## config.mk

```make
export PLATFORM = sky130hd
export DESIGN_NAME = gb_irq_ctrl
export DESIGN_NICKNAME = d
export VERILOG_FILES = /design/src/gb_pkg.sv /design/src/gb_irq_ctrl.sv
export SDC_FILE = /design/constraint.sdc
export NUM_CORES = 1
export LEC_CHECK = 0
export BUFFER_PORTS_ARGS = -buffer_cell sky130_fd_sc_hd__buf_4
export CAP_MARGIN = 20
export CELL_PAD_IN_SITES_DETAIL_PLACEMENT = 1
export CELL_PAD_IN_SITES_GLOBAL_PLACEMENT = 1
export CORE_UTILIZATION = 23
export CTS_BUF_LIST = sky130_fd_sc_hd__clkbuf_8
export DETAILED_ROUTE_END_ITERATION = 8
export PLACE_DENSITY = 0.85
export SLEW_MARGIN = 20
export SYNTH_ARGS = -nofsm -noshare
export SYNTH_HDL_FRONTEND = slang
export SYNTH_SLANG_ARGS = --single-unit
```

## constraint.sdc

```tcl
create_clock -name clk_cpu -period 1.2 [get_ports clk_cpu]
set_input_delay 0.06 -clock clk_cpu [delete_from_list [all_inputs] [get_ports clk_cpu]]
set_output_delay 0.06 -clock clk_cpu [all_outputs]
set_load 0.005 [all_outputs]
```

## src/gb_pkg.sv

```systemverilog
/*
 * handheld console system glue package
 * bus types, address map, interrupt vectors and select strobes
 */
package gb_pkg;

	typedef logic [15:0] addr_t;      // cpu address
	typedef logic [7:0]  data_t;      // bus byte
	typedef logic [4:0]  irq_bits_t;  // vblank, lcd, timer, serial, joypad
	typedef logic [14:0] wram_addr_t; // 32k work ram word
	typedef logic [6:0]  zp_addr_t;   // 127 byte zero page
	typedef logic [2:0]  wram_bank_t; // svbk bank number

	typedef struct packed {
		addr_t addr;
		data_t wdata;
		logic  rd;
		logic  wr;
	} cpu_bus_t;

	// one strobe per block, address decode only
	typedef struct packed {
		logic joyp;
		logic if_reg;
		logic ie_reg;
		logic svbk;
		logic boot_off;
		logic wram;
		logic zpram;
		logic cart;
	} bus_sel_t;

	// --------------------
	// io registers
	localparam addr_t ADDR_JOYP     = 16'hFF00;
	localparam addr_t ADDR_IF       = 16'hFF0F;
	localparam addr_t ADDR_BOOT_OFF = 16'hFF50;
	localparam addr_t ADDR_SVBK     = 16'hFF70; // colour mode only
	localparam addr_t ADDR_IE       = 16'hFFFF;

	// --------------------
	// regions
	localparam addr_t CART_ROM_HI = 16'h7FFF; // rom starts at 0000
	localparam addr_t CART_RAM_LO = 16'hA000;
	localparam addr_t CART_RAM_HI = 16'hBFFF;
	localparam addr_t WRAM_LO     = 16'hC000;
	localparam addr_t WRAM_HI     = 16'hFDFF; // e000 up is the echo of c000
	localparam addr_t ZP_LO       = 16'hFF80;
	localparam addr_t ZP_HI       = 16'hFFFE;

	// --------------------
	// interrupts and defaults
	localparam data_t      IRQ_VEC_BASE    = 8'h40;
	localparam data_t      IRQ_VEC_STEP    = 8'd8;
	localparam data_t      IRQ_VEC_NONE    = 8'h55; // nothing pending
	localparam data_t      OPEN_BUS        = 8'hFF;
	localparam wram_bank_t WRAM_BANK_RESET = 3'd1;
	localparam addr_t      BOOT_END_DMG    = 16'h00FF;
	localparam addr_t      BOOT_END_CGB    = 16'h08FF;
	localparam addr_t      CART_HEADER_LO  = 16'h0100; // header window stays on cart
	localparam addr_t      CART_HEADER_HI  = 16'h01FF;

endpackage

```

## src/gb_irq_ctrl.sv

```systemverilog
/*
 * interrupt controller, five fixed priority sources
 * IF and IE registers, vector generation, clear on end of acknowledge
 */
module gb_irq_ctrl import gb_pkg::*; (
	input  logic      clk_cpu,
	input  logic      reset,
	input  cpu_bus_t  cpu_bus,
	input  bus_sel_t  sel,
	input  logic      irq_ack,
	input  irq_bits_t irq_src,
	output logic      irq_n,
	output data_t     irq_vec,
	output irq_bits_t if_rdata,
	output irq_bits_t ie_rdata
);

	irq_bits_t if_r;      // pending flags
	irq_bits_t ie_r;      // enable mask
	irq_bits_t pending;
	irq_bits_t lowest;    // one hot, highest priority pending
	irq_bits_t if_next;
	logic      ack_d;     // irq_ack one cycle back
	logic      ack_fall;

	assign pending  = if_r & ie_r;
	assign lowest   = pending & (~pending + 5'd1); // isolate lowest set bit
	assign ack_fall = ack_d & ~irq_ack;

	assign irq_n    = ~|pending;
	assign if_rdata = if_r;
	assign ie_rdata = ie_r;

	// --------------------
	// vector
	always_comb begin
		irq_vec = IRQ_VEC_NONE;
		// walk down so bit 0 lands last and wins
		for (int i = 4; i >= 0; i--) begin
			if (pending[i])
				irq_vec = IRQ_VEC_BASE + IRQ_VEC_STEP * data_t'(i);
		end
	end

	// --------------------
	// flag update
	always_comb begin
		if_next = if_r | irq_src;      // source pulses set
		if (ack_fall)
			if_next = if_next & ~lowest; // serviced source cleared
		if (sel.if_reg && cpu_bus.wr)
			if_next = cpu_bus.wdata[4:0]; // cpu write overrides all
	end

	always_ff @(posedge clk_cpu) begin
		if (reset) begin
			if_r  <= '0;
			ie_r  <= '0;
			ack_d <= 1'b0;
		end else begin
			if_r  <= if_next;
			ack_d <= irq_ack;
			if (sel.ie_reg && cpu_bus.wr)
				ie_r <= cpu_bus.wdata[4:0];
		end
	end

endmodule

```

Word level (Yosys, flattened, before mapping)
Cells that the tools add are included.
- $add $sub $neg: 1
- muxes and demuxes: 7
- bitwise logic cells: 8
- reductions and logical operators: 4
- operators with widths (kind ; count):
    8-bit 2-to-1 mux ; 4
    5-bit bitwise AND ; 3
    5-bit 2-to-1 mux ; 2
    5-bit inverter ; 2
    6-bit 2-to-1 mux ; 1
    5-bit by 1-bit adder with 5-bit output (second input constant) ; 1
    5-bit OR ; 1
    5-bit OR reduction ; 1
    1-bit logical AND ; 2
    1-bit bitwise AND ; 1
    1-bit zero test ; 1
    1-bit inverter ; 1
- bits in registers: 11

Depth between registers and ports, before layout
Gate-level depths: netlist of run 1.
- depth after elaboration: 8
- mapped depth: 4

Worst setup path after synthesis of run 1
OpenSTA, ideal clock, no wires.
- kind: flip-flop to output port
- start point: reg if_r[3] (netlist: if_rdata[3])
- end point: out irq_vec[2]
- arrival time: 1073 ps
- required time: 1140 ps
- slack: 67 ps
- cell stages (with the launch flop): 4
- buffers on the path: 1
- path through: dfxtp_1 -> a22o_1 -> nor3b_1 -> buf_4
- word-level cells in the longest chain between the ends: 5
- RTL lines (element ; line ; text):
    start, declared ; gb_irq_ctrl.sv:18 ; irq_bits_t if_r;
    start signal, assigned ; gb_irq_ctrl.sv:61 ; if_r <= if_next;
    5-bit bitwise AND ; gb_irq_ctrl.sv:26 ; assign pending = if_r & ie_r;
    8-bit 2-to-1 mux (4 in a row) ; gb_irq_ctrl.sv:40 ; if (pending[i])
    end, declared ; gb_irq_ctrl.sv:13 ; output data_t irq_vec,
No other way between the ends.

Worst setup path in the final report of run 1
- start point: reg ie_r[1] (netlist: ie_rdata[1])
- end point: out irq_vec[0]
- word-level cells in the longest chain between the ends: 3
- RTL lines (element ; line ; text):
    start, declared ; gb_irq_ctrl.sv:19 ; irq_bits_t ie_r;
    start signal, assigned ; gb_irq_ctrl.sv:64 ; ie_r <= cpu_bus.wdata[4:0];
    5-bit bitwise AND ; gb_irq_ctrl.sv:26 ;
    8-bit 2-to-1 mux (2 in a row) ; gb_irq_ctrl.sv:40 ;
No other way between the ends.

==> results of run 1 <==
-- what timing repair did --
action / CTS / global route
setup endpoints to repair: 6 / 7
gates resized for setup: 7 / 10
hold buffers: 0 / 0
gates cloned: 0 / 0
buffers inserted: 0 / 0
pin swaps: 1 / 6
-- worst paths after layout --
path                            start                       end  slack [ns]  cells past startpoint
min                           irq_ack          ack_d$_SDFF_PP0_        0.06                      2
min reg2reg  ie_rdata[4]$_SDFFE_PP0P_  ie_rdata[4]$_SDFFE_PP0P_        0.49                      2
max          ie_rdata[1]$_SDFFE_PP0P_                irq_vec[0]       -0.07                      3
max reg2reg  ie_rdata[1]$_SDFFE_PP0P_    if_rdata[3]$_SDFF_PP0_           0                      3
-- cell type report --
class | count | area [um2]
repair buffers | 36 | 270
fillers | 314 | 1500
clock inverters | 1 | 5.00
flip-flops and latches | 11 | 231
well taps | 30 | 37.5
multi-input cells | 54 | 372
clock buffers | 3 | 41.3
-- worst max-delay path, cell delays in order, from the launching register on --
cell and delay (ns):
dfxtp_2 0.33, a22o_4 0.30, nor3b_4 0.21, buf_4 0.14
-- cell usage after synthesis (2+ instances only) --
library cell | number | area share (%)
dfxtp_1 | 11 | 37
nand2_1 | 11 | 7.0
a21oi_1 | 7 | 5.9
nand3_1 | 7 | 5.9
buf_4 | 4 | 5.1
nor2_1 | 4 | 2.5
o32ai_1 | 3 | 4.4
conb_1 | 2 | 1.3
nand2b_1 | 2 | 2.1
nor3b_1 | 2 | 2.5
o21ai_0 | 2 | 1.7
o221ai_1 | 2 | 3.0
-- stage by stage --
| step | hold slack, ns | setup slack (ns) | total power [mW] |
|---|---|---|---|
| 6_report | 0.0615 | -0.0725 | 1.01 |
| 5_1_grt | 0.0600 | -0.118 | 1.07 |
| 4_1_cts | 0.0570 | -0.0475 | 1.00 |
| 3_5_place_dp | 0.303 | 0.0487 | 0.618 |
| 3_3_place_gp | 0.291 | 0.0643 | 0.610 |
| 2_1_floorplan | 0.132 | 0.0673 | 0.504 |
-- registers in the layout (all words and copies together), names as in the netlist --
| signal | count |
|---|---|
| ack_d | 1 |
| if_rdata | 5 |
| ie_rdata | 5 |
-- cell families (layout without fill, tap and decap cells) --
family / after synthesis / after routing
other: 2 / 3
AOI/OAI and AO/OA: 18 / 18
buffers and inverters: 6 / 40
DFF: 11 / 11
and+or+nand+nor: 33 / 33
-- metal layers --
layer	share of wire [%]	vias up
li1	-	318
met5	0	-
met4	0.42	0
met3	4.3	2
met1	41	286
met2	54	20
-- power by group through the flow --
| stage | Clock, mW | Sequential [mW] | Combinational, mW |
|---|---|---|---|
| floorplan | 0 | 0.421 | 0.0836 |
| global placement | 0 | 0.415 | 0.195 |
| detailed placement | 0 | 0.416 | 0.201 |
| CTS | 0.382 | 0.413 | 0.206 |
| global route | 0.418 | 0.416 | 0.237 |
| finish | 0.382 | 0.413 | 0.217 |
==> flow_summary.json, run 1 <==
{
  "start_util_pct": 24.2,
  "place_inst": 131,
  "irDropWorstVdd_mv": 0.374,
  "p_sw_mw": 0.269,
  "p_leak_nw": 0.410,
  "synth_edf_count": 0,
  "internal-power_mw": 0.743,
  "worst_slack_ns": -0.0725,
  "mostFrequentLayoutCells": "buf_4 (36), nand2_1 (11), nand3_1 (7), a21oi_1 (7), dfxtp_2 (6)",
  "gr-usage-met2_pct": 27.6,
  "synthXorXnorAreaFrac_pct": 0,
  "power_frac_seq_pct": 40.9,
  "max_freq_mhz": 786,
  "syn2layout_area_growth_pct": 61.4,
  "outcome": "finished with violations",
  "pwr-share-clk_pct": 37.7,
  "finalNetCount": 148,
  "period_share_pct": 106,
  "violations": "setup timing",
  "final_cells": 135,
  "dieHeight_um": 52.8,
  "cts_buffers": 3,
  "die_area_um2": 2790,
  "crit_type": "reg -> out",
  "final_max_slew_viol_count": 0,
  "cp-end-kind": "output port",
  "cts.clk_slew.worst_paths_ns": 0.05,
  "cts_root_buf": "clkbuf_8",
  "cp_max_fo": 7,
  "async_flop_share_pct": 0,
  "diodes": 0,
  "fp.dieW_um": 52.8,
  "comb_power_share_pct": 21.4,
  "synth_area_um2": 593,
  "cts_tree": "done",
  "grt_pass1_wl_um": 2880,
  "grt_max_degree": 14,
  "via_count": 626,
  "cp.arrival_ns": 1.21,
  "ys_ff_latch": 11,
  "first_iter_violations": 4,
  "overflow": 0,
  "synth_compound_area_share_pct": 22.2,
  "io_pins": 61,
  "crit_required_ns": 1.14,
  "swShare_pct": 26.6,
  "pwr_density_cell_nw_per_um2": 1060,
  "antenna_found_initial": 0,
  "first_pass_iters": 2,
  "portBuffers": 31,
  "grt.total_usage_pct": 14.8,
  "syn_inst": 70,
  "finalHoldViolCount": 0,
  "clock_skew_ns": 0.00649,
  "synth_warnings": 0,
  "ys.flop_type": "dfxtp_1",
  "avgSynthCellArea_um2": 8.47,
  "hold_class": "in -> reg",
  "synthSimpleGateAreaFrac_pct": 30.4,
  "drive_gt1_share_pct": 54.3,
  "setup_viol": 5,
  "dp_hpwl_um": 1450,
  "grt_pass1_vias": 610,
  "synthMuxAreaShare_pct": 0,
  "fin_crit_ns": 1.27,
  "routed_wirelength_um": 1920,
  "drv_cap": 0,
  "met3_usage_pct": 3.48,
  "final_common_cell": "buf_4",
  "wl_per_cell_um": 14.2,
  "met1_usage_pct": 16.3,
  "cts_sinks": 11,
  "clk-insertion-delay-late_ns": 0.24,
  "synth_top_family_by_area": "simple AND/OR/NAND/NOR gates",
  "cts_max_level": 1,
  "rsz0062_at_grt": "true",
  "remaining_drc_errors": 0,
  "critPathLaunchType": "flip-flop",
  "synth_cell_types": 25,
  "fin_setup_tns_ns": -0.217,
  "ant_nets": 0,
  "viasPerCell": 4.64,
  "seq_area_frac_synth_pct": 37.1,
  "coreArea_um2": 2450,
  "synth_adder_area_share_pct": 0,
  "placementRows": 18,
  "dpl-instance-area_um2": 851,
  "layout.core_utilization_pct": 39.0,
  "grt.busiest_layer": "met2",
  "cts_buffer_depth": 2,
  "design_area_um2": 957,
  "gp_congestion": 0.687
}
No activity file was read; power rests on OpenSTA's default activity.
==> run 2: changes to the inputs <==
--- a/config.mk
+++ b/config.mk
@@ -7,2 +7,3 @@
 export LEC_CHECK = 0
+export ABC_CLOCK_PERIOD_IN_PS = 1200
 export BUFFER_PORTS_ARGS = -buffer_cell sky130_fd_sc_hd__buf_4
@@ -14,3 +15,3 @@
 export DETAILED_ROUTE_END_ITERATION = 8
-export PLACE_DENSITY = 0.85
+export PLACE_DENSITY_LB_ADDON = 0.12
 export SLEW_MARGIN = 20
--- a/constraint.sdc
+++ b/constraint.sdc
@@ -3,2 +3,2 @@
 set_output_delay 0.06 -clock clk_cpu [all_outputs]
-set_load 0.005 [all_outputs]
+set_load 0.1 [all_outputs]
==> run 2 against run 1 <==
- the run still ends with setup timing left
- combinational power grew to 2.8 times the previous value
- clock skew is 0.0020 ns lower
- sequential cell count stayed put
- register-to-register slack worse by 0.05 ns
- first-iteration DRC count is 100% lower
- via count is 8.5% higher
- non-clock buffer count is 8 higher
- largest cell class unchanged
- highest routed layer unchanged
==> flow_summary.json, run 2 (synthesis results as in run 1) <==
{
  "outcome": "finished with violations",
  "violations": "setup timing",
  "dieHeight_um": 52.8,
  "fp.dieW_um": 52.8,
  "top_layer": "met4",
  "met1_length_um": 929,
  "cp_max_fo": 5,
  "worst_slack_ns": -0.262,
  "grt.total_usage_pct": 17.0,
  "path_buf_inv": 1,
  "cts_root_buf": "clkbuf_8",
  "finalHoldViolCount": 0,
  "crit_path_top_delay_cell": "dfxtp_4",
  "cp-end-kind": "output port",
  "final_cells": 143,
  "first_iter_violations": 0,
  "first_pass_iters": 1,
  "io_pins": 61,
  "diodes": 0,
  "fin_setup_tns_ns": -1.28,
  "fin_crit_ns": 1.46,
  "via_count": 679,
  "coreArea_um2": 2450,
  "final_common_cell": "buf_4",
  "crit_required_ns": 1.14,
  "placementRows": 18,
  "hold_buffers": 0,
  "wl_met2_um": 948,
  "ant_nets": 0,
  "final_max_slew_viol_count": 0,
  "grt_max_degree": 14,
  "mostFrequentLayoutCells": "buf_4 (36), dfxtp_4 (10), nand2_1 (9)",
  "drive_gt1_share_pct": 65.5,
  "viasPerCell": 4.75,
  "cp_num_cells": 3,
  "gp_congestion": 0.757,
  "cp_cell_sequence": "a22o_4, nor3b_4, buf_12",
  "max_freq_mhz": 684,
  "cts_max_level": 1,
  "path_delay_family": "flip-flops",
  "p_leak_nw": 0.516,
  "cts.clk_slew.worst_paths_ns": 0.05,
  "place_inst": 133,
  "dr_wl_met3_um": 106,
  "hold_class": "in -> reg",
  "die_area_um2": 2790,
  "cts_buffers": 3,
  "cp.arrival_ns": 1.40,
  "finalNetCount": 156,
  "hold_depth": 2,
  "start_util_pct": 24.2,
  "antenna_found_initial": 0,
  "irDropWorstVdd_mv": 0.638,
  "p_total_mw": 1.39,
  "crit_type": "reg -> out",
  "grt_pass1_vias": 662,
  "drv_cap": 0,
  "setup_viol": 8,
  "wl_per_cell_um": 14.7,
  "cts_tree": "done",
  "clock_skew_ns": 0.00447,
  "portBuffers": 31,
  "grt_pass1_wl_um": 3250,
  "critPathLaunchType": "flip-flop",
  "layout.core_utilization_pct": 49.3,
  "max_stage_delay_ns": 0.34,
  "syn2layout_area_growth_pct": 104,
  "cts_sinks": 11,
  "routed_wirelength_um": 2100,
  "rsz0062_at_grt": "true",
  "pwr_density_cell_nw_per_um2": 1150,
  "rr_worst_depth": 4,
  "dp_hpwl_um": 1430,
  "overflow": 0,
  "remaining_drc_errors": 0,
  "cts_buffer_depth": 2,
  "clk-insertion-delay-late_ns": 0.24,
  "period_share_pct": 122
}
-- run 2: cell types whose count changed in the layout (fill, tap and decap cells not counted), sizes merged --
cell  change
buf       +8
-- run 2: layout make-up --
type,instances,area [um2]
clock buffer,3,41.3
clock inverter,1,5.00
fill,291,1240
multi-input combinational,54,457
sequential,11,258
tap,30,37.5
timing repair buffer,44,413
-- run 2: worst paths after layout --
path                                                 end                      from  slack, ns
worst min-delay path                    ack_d$_SDFF_PP0_                   irq_ack       0.05
worst max-delay path                          irq_vec[0]    if_rdata[3]$_SDFF_PP0_      -0.26
worst max register to register    if_rdata[3]$_SDFF_PP0_    if_rdata[1]$_SDFF_PP0_      -0.05
worst min register to register  ie_rdata[4]$_SDFFE_PP0P_  ie_rdata[4]$_SDFFE_PP0P_       0.49
-- run 2: timing repair --
item	4_1_cts	5_1_grt
gates cloned	0	0
pin swaps	11	6
gates resized for setup	28	5
buffers inserted	2	6
setup endpoints to repair	7	9
-- run 2: worst reg2reg max path, stage by stage (launching register included) --
cell	delay, ns
dfxtp_4	0.34
a22o_4	0.30
buf_6	0.15
nor4b_4	0.24
o32ai_1	0.09
-- run 2: where the power goes --
| part | internal [mW] | switching, mW |
|---|---|---|
| registers | 0.383 | 0.0209 |
| logic | 0.190 | 0.415 |
| clock network | 0.229 | 0.155 |
-- run 2: through the flow --
step	instance area, um2	setup slack, ns	hold WS [ns]
3_5_place_dp	961	-0.0328	0.298
5_1_grt	1210	-0.307	0.0675
2_1_floorplan	704	-0.851	0.132
6_report	1210	-0.262	0.0518
4_1_cts	1160	-0.279	0.0492
3_3_place_gp	961	-0.0247	0.296
-- run 2: per-layer routing --
layer | track usage [%] | vias to the layer above
met5 | 0 | -
met4 | 7.89 | 0
met3 | 6.09 | 8
met2 | 27.0 | 25
met1 | 20.2 | 310
li1 | - | 336
==> run 3: changes to the inputs <==
Settings changed: ABC_CLOCK_PERIOD_IN_PS 1200 to 1300, CORE_UTILIZATION 23 to 20.
Clock period 1.2 ns to 1.3 ns, I/O delays scaled along.
==> run 3 against run 2 <==
- the flow still finishes with violations (setup timing)
- total power down 12%
- first-iteration DRC count up 10
- global-route usage down 4.6 points
- critical path depth unchanged
- routed wire length down 11%
- clock-buffer cell count unchanged
- core utilization down 9.6 points
- non-clock buffer count down 7
- combinational power down 15%
- clock power down 14%
- setup slack better by 0.11 ns
- critical endpoint unchanged
- largest power group unchanged
==> flow_summary.json, run 3 (synthesis results as in run 1) <==
{
  "ant_nets": 0,
  "layout.area.seq_um2": 258,
  "power_frac_seq_pct": 30.7,
  "io_pins": 61,
  "swShare_pct": 41.6,
  "routed_wirelength_um": 1880,
  "cts_max_level": 1,
  "regToRegEndpoint": "if_rdata[3]$_SDFF_PP0_",
  "first_pass_iters": 4,
  "start_util_pct": 21.3,
  "overflow": 0,
  "crit_path_top_delay_cell": "dfxtp_4",
  "final_common_cell": "buf_4",
  "p_total_mw": 1.22,
  "pwr_density_cell_nw_per_um2": 1100,
  "max_stage_delay_ns": 0.34,
  "rsz0062_at_grt": "true",
  "grt.total_usage_pct": 12.4,
  "fp.dieW_um": 56.5,
  "clock_skew_ns": 0.00143,
  "gp_congestion": 0.687,
  "hold_depth": 2,
  "dp_hpwl_um": 1440,
  "finalHoldViolCount": 0,
  "cp.arrival_ns": 1.39,
  "final_cells": 137,
  "cp_max_fo": 5,
  "portBuffers": 31,
  "cts_buffers": 3,
  "cp-end-kind": "output port",
  "path_buf_inv": 1,
  "outcome": "finished with violations",
  "fin_crit_ns": 1.46,
  "p_sw_mw": 0.508,
  "r2r_slack_ns": 0.01,
  "viasPerCell": 4.66,
  "violations": "setup timing",
  "cts.clk_slew.worst_paths_ns": 0.05,
  "cts_tree": "done",
  "irDropWorstVdd_mv": 0.501,
  "cts_sinks": 11,
  "first_iter_violations": 10,
  "fin_setup_tns_ns": -0.495,
  "coreArea_um2": 2780,
  "cts_buffer_depth": 2,
  "pwr-share-clk_pct": 27.0,
  "max_freq_mhz": 687,
  "diodes": 0,
  "placementRows": 19,
  "crit_required_ns": 1.24,
  "hold_class": "in -> reg",
  "comb_power_share_pct": 42.3,
  "finalNetCount": 149,
  "drv_cap": 0,
  "worst_slack_ns": -0.156,
  "r2r-start": "if_rdata[1]$_SDFF_PP0_",
  "internal-power_mw": 0.713,
  "critPathLaunchType": "flip-flop",
  "cts_root_buf": "clkbuf_8",
  "mostFrequentLayoutCells": "buf_4 (29), nand2_1 (10), dfxtp_4 (10)",
  "cp_num_cells": 3,
  "setup_viol": 5,
  "remaining_drc_errors": 0,
  "multi_input_area_um2": 409,
  "crit_type": "reg -> out",
  "p_leak_nw": 0.468,
  "dieHeight_um": 56.5,
  "grt_pass1_wl_um": 3020,
  "path_delay_family": "flip-flops",
  "cp_cell_sequence": "a22o_4, nor3b_4, buf_12",
  "via_count": 639,
  "final_max_slew_viol_count": 0,
  "die_area_um2": 3190,
  "period_share_pct": 112,
  "syn2layout_area_growth_pct": 86.5,
  "grt_pass1_vias": 600,
  "min_to": "ack_d$_SDFF_PP0_",
  "drive_gt1_share_pct": 59.4,
  "hold_start": "irq_ack",
  "wl_per_cell_um": 13.7,
  "fill_cells": 330,
  "grt_max_degree": 14,
  "antenna_found_initial": 0,
  "rr_worst_depth": 4,
  "place_inst": 129,
  "clk-insertion-delay-late_ns": 0.23,
  "layout.core_utilization_pct": 39.8
}
run 3: per-stage QoR:
step           setup WS [ns]  area, um2  hold slack, ns
2_1_floorplan         -0.756        704           0.137
3_3_place_gp          0.0547        925           0.295
3_5_place_dp          0.0493        925           0.305
4_1_cts               -0.175       1080          0.0643
5_1_grt               -0.196       1110          0.0918
6_report              -0.156       1110          0.0704
run 3: timing repair:
item / CTS / global route
setup buffers: 3 / 1
resized for setup: 18 / 6
endpoints found under the setup margin: 6 / 8
hold buffers: 0 / 0
pin swaps: 4 / 5
run 3: how the worst max path moves through the flow:
stage,slack [ns],start,end
2_1_floorplan,-0.76,ie_rdata[1]$_SDFFE_PP0P_,irq_vec[2]
3_3_place_gp,0.05,if_rdata[1]$_SDFF_PP0_,irq_vec[0]
3_5_place_dp,0.05,if_rdata[1]$_SDFF_PP0_,irq_vec[2]
4_1_cts,-0.17,if_rdata[1]$_SDFF_PP0_,irq_vec[2]
5_1_grt,-0.20,if_rdata[3]$_SDFF_PP0_,irq_vec[2]
6_report,-0.16,if_rdata[3]$_SDFF_PP0_,irq_vec[0]
run 3: routing by layer:
layer / vias up / global-route usage [%] / wire length [um]
li1: 324 / - / -
met1: 296 / 16.6 / 890
met2: 17 / 19.2 / 889
met3: 2 / 2.53 / 83
met4: 0 / 5.23 / 14
met5: - / 0 / 0
run 3: final cells by class:
class	count	share of cell area, %
Tap cell	31	3.51
Clock buffer	3	3.73
Timing Repair Buffer	37	32.1
Clock inverter	1	0.339
Multi-Input combinational cell	54	37.0
Sequential cell	11	23.3
run 3: power by group through the flow:
stage | Sequential [mW] | Clock [mW] | Combinational (mW)
floorplan | 0.529 | 0 | 0.226
global placement | 0.385 | 0 | 0.458
detailed placement | 0.386 | 0 | 0.461
CTS | 0.375 | 0.344 | 0.511
global route | 0.380 | 0.364 | 0.535
finish | 0.375 | 0.329 | 0.517
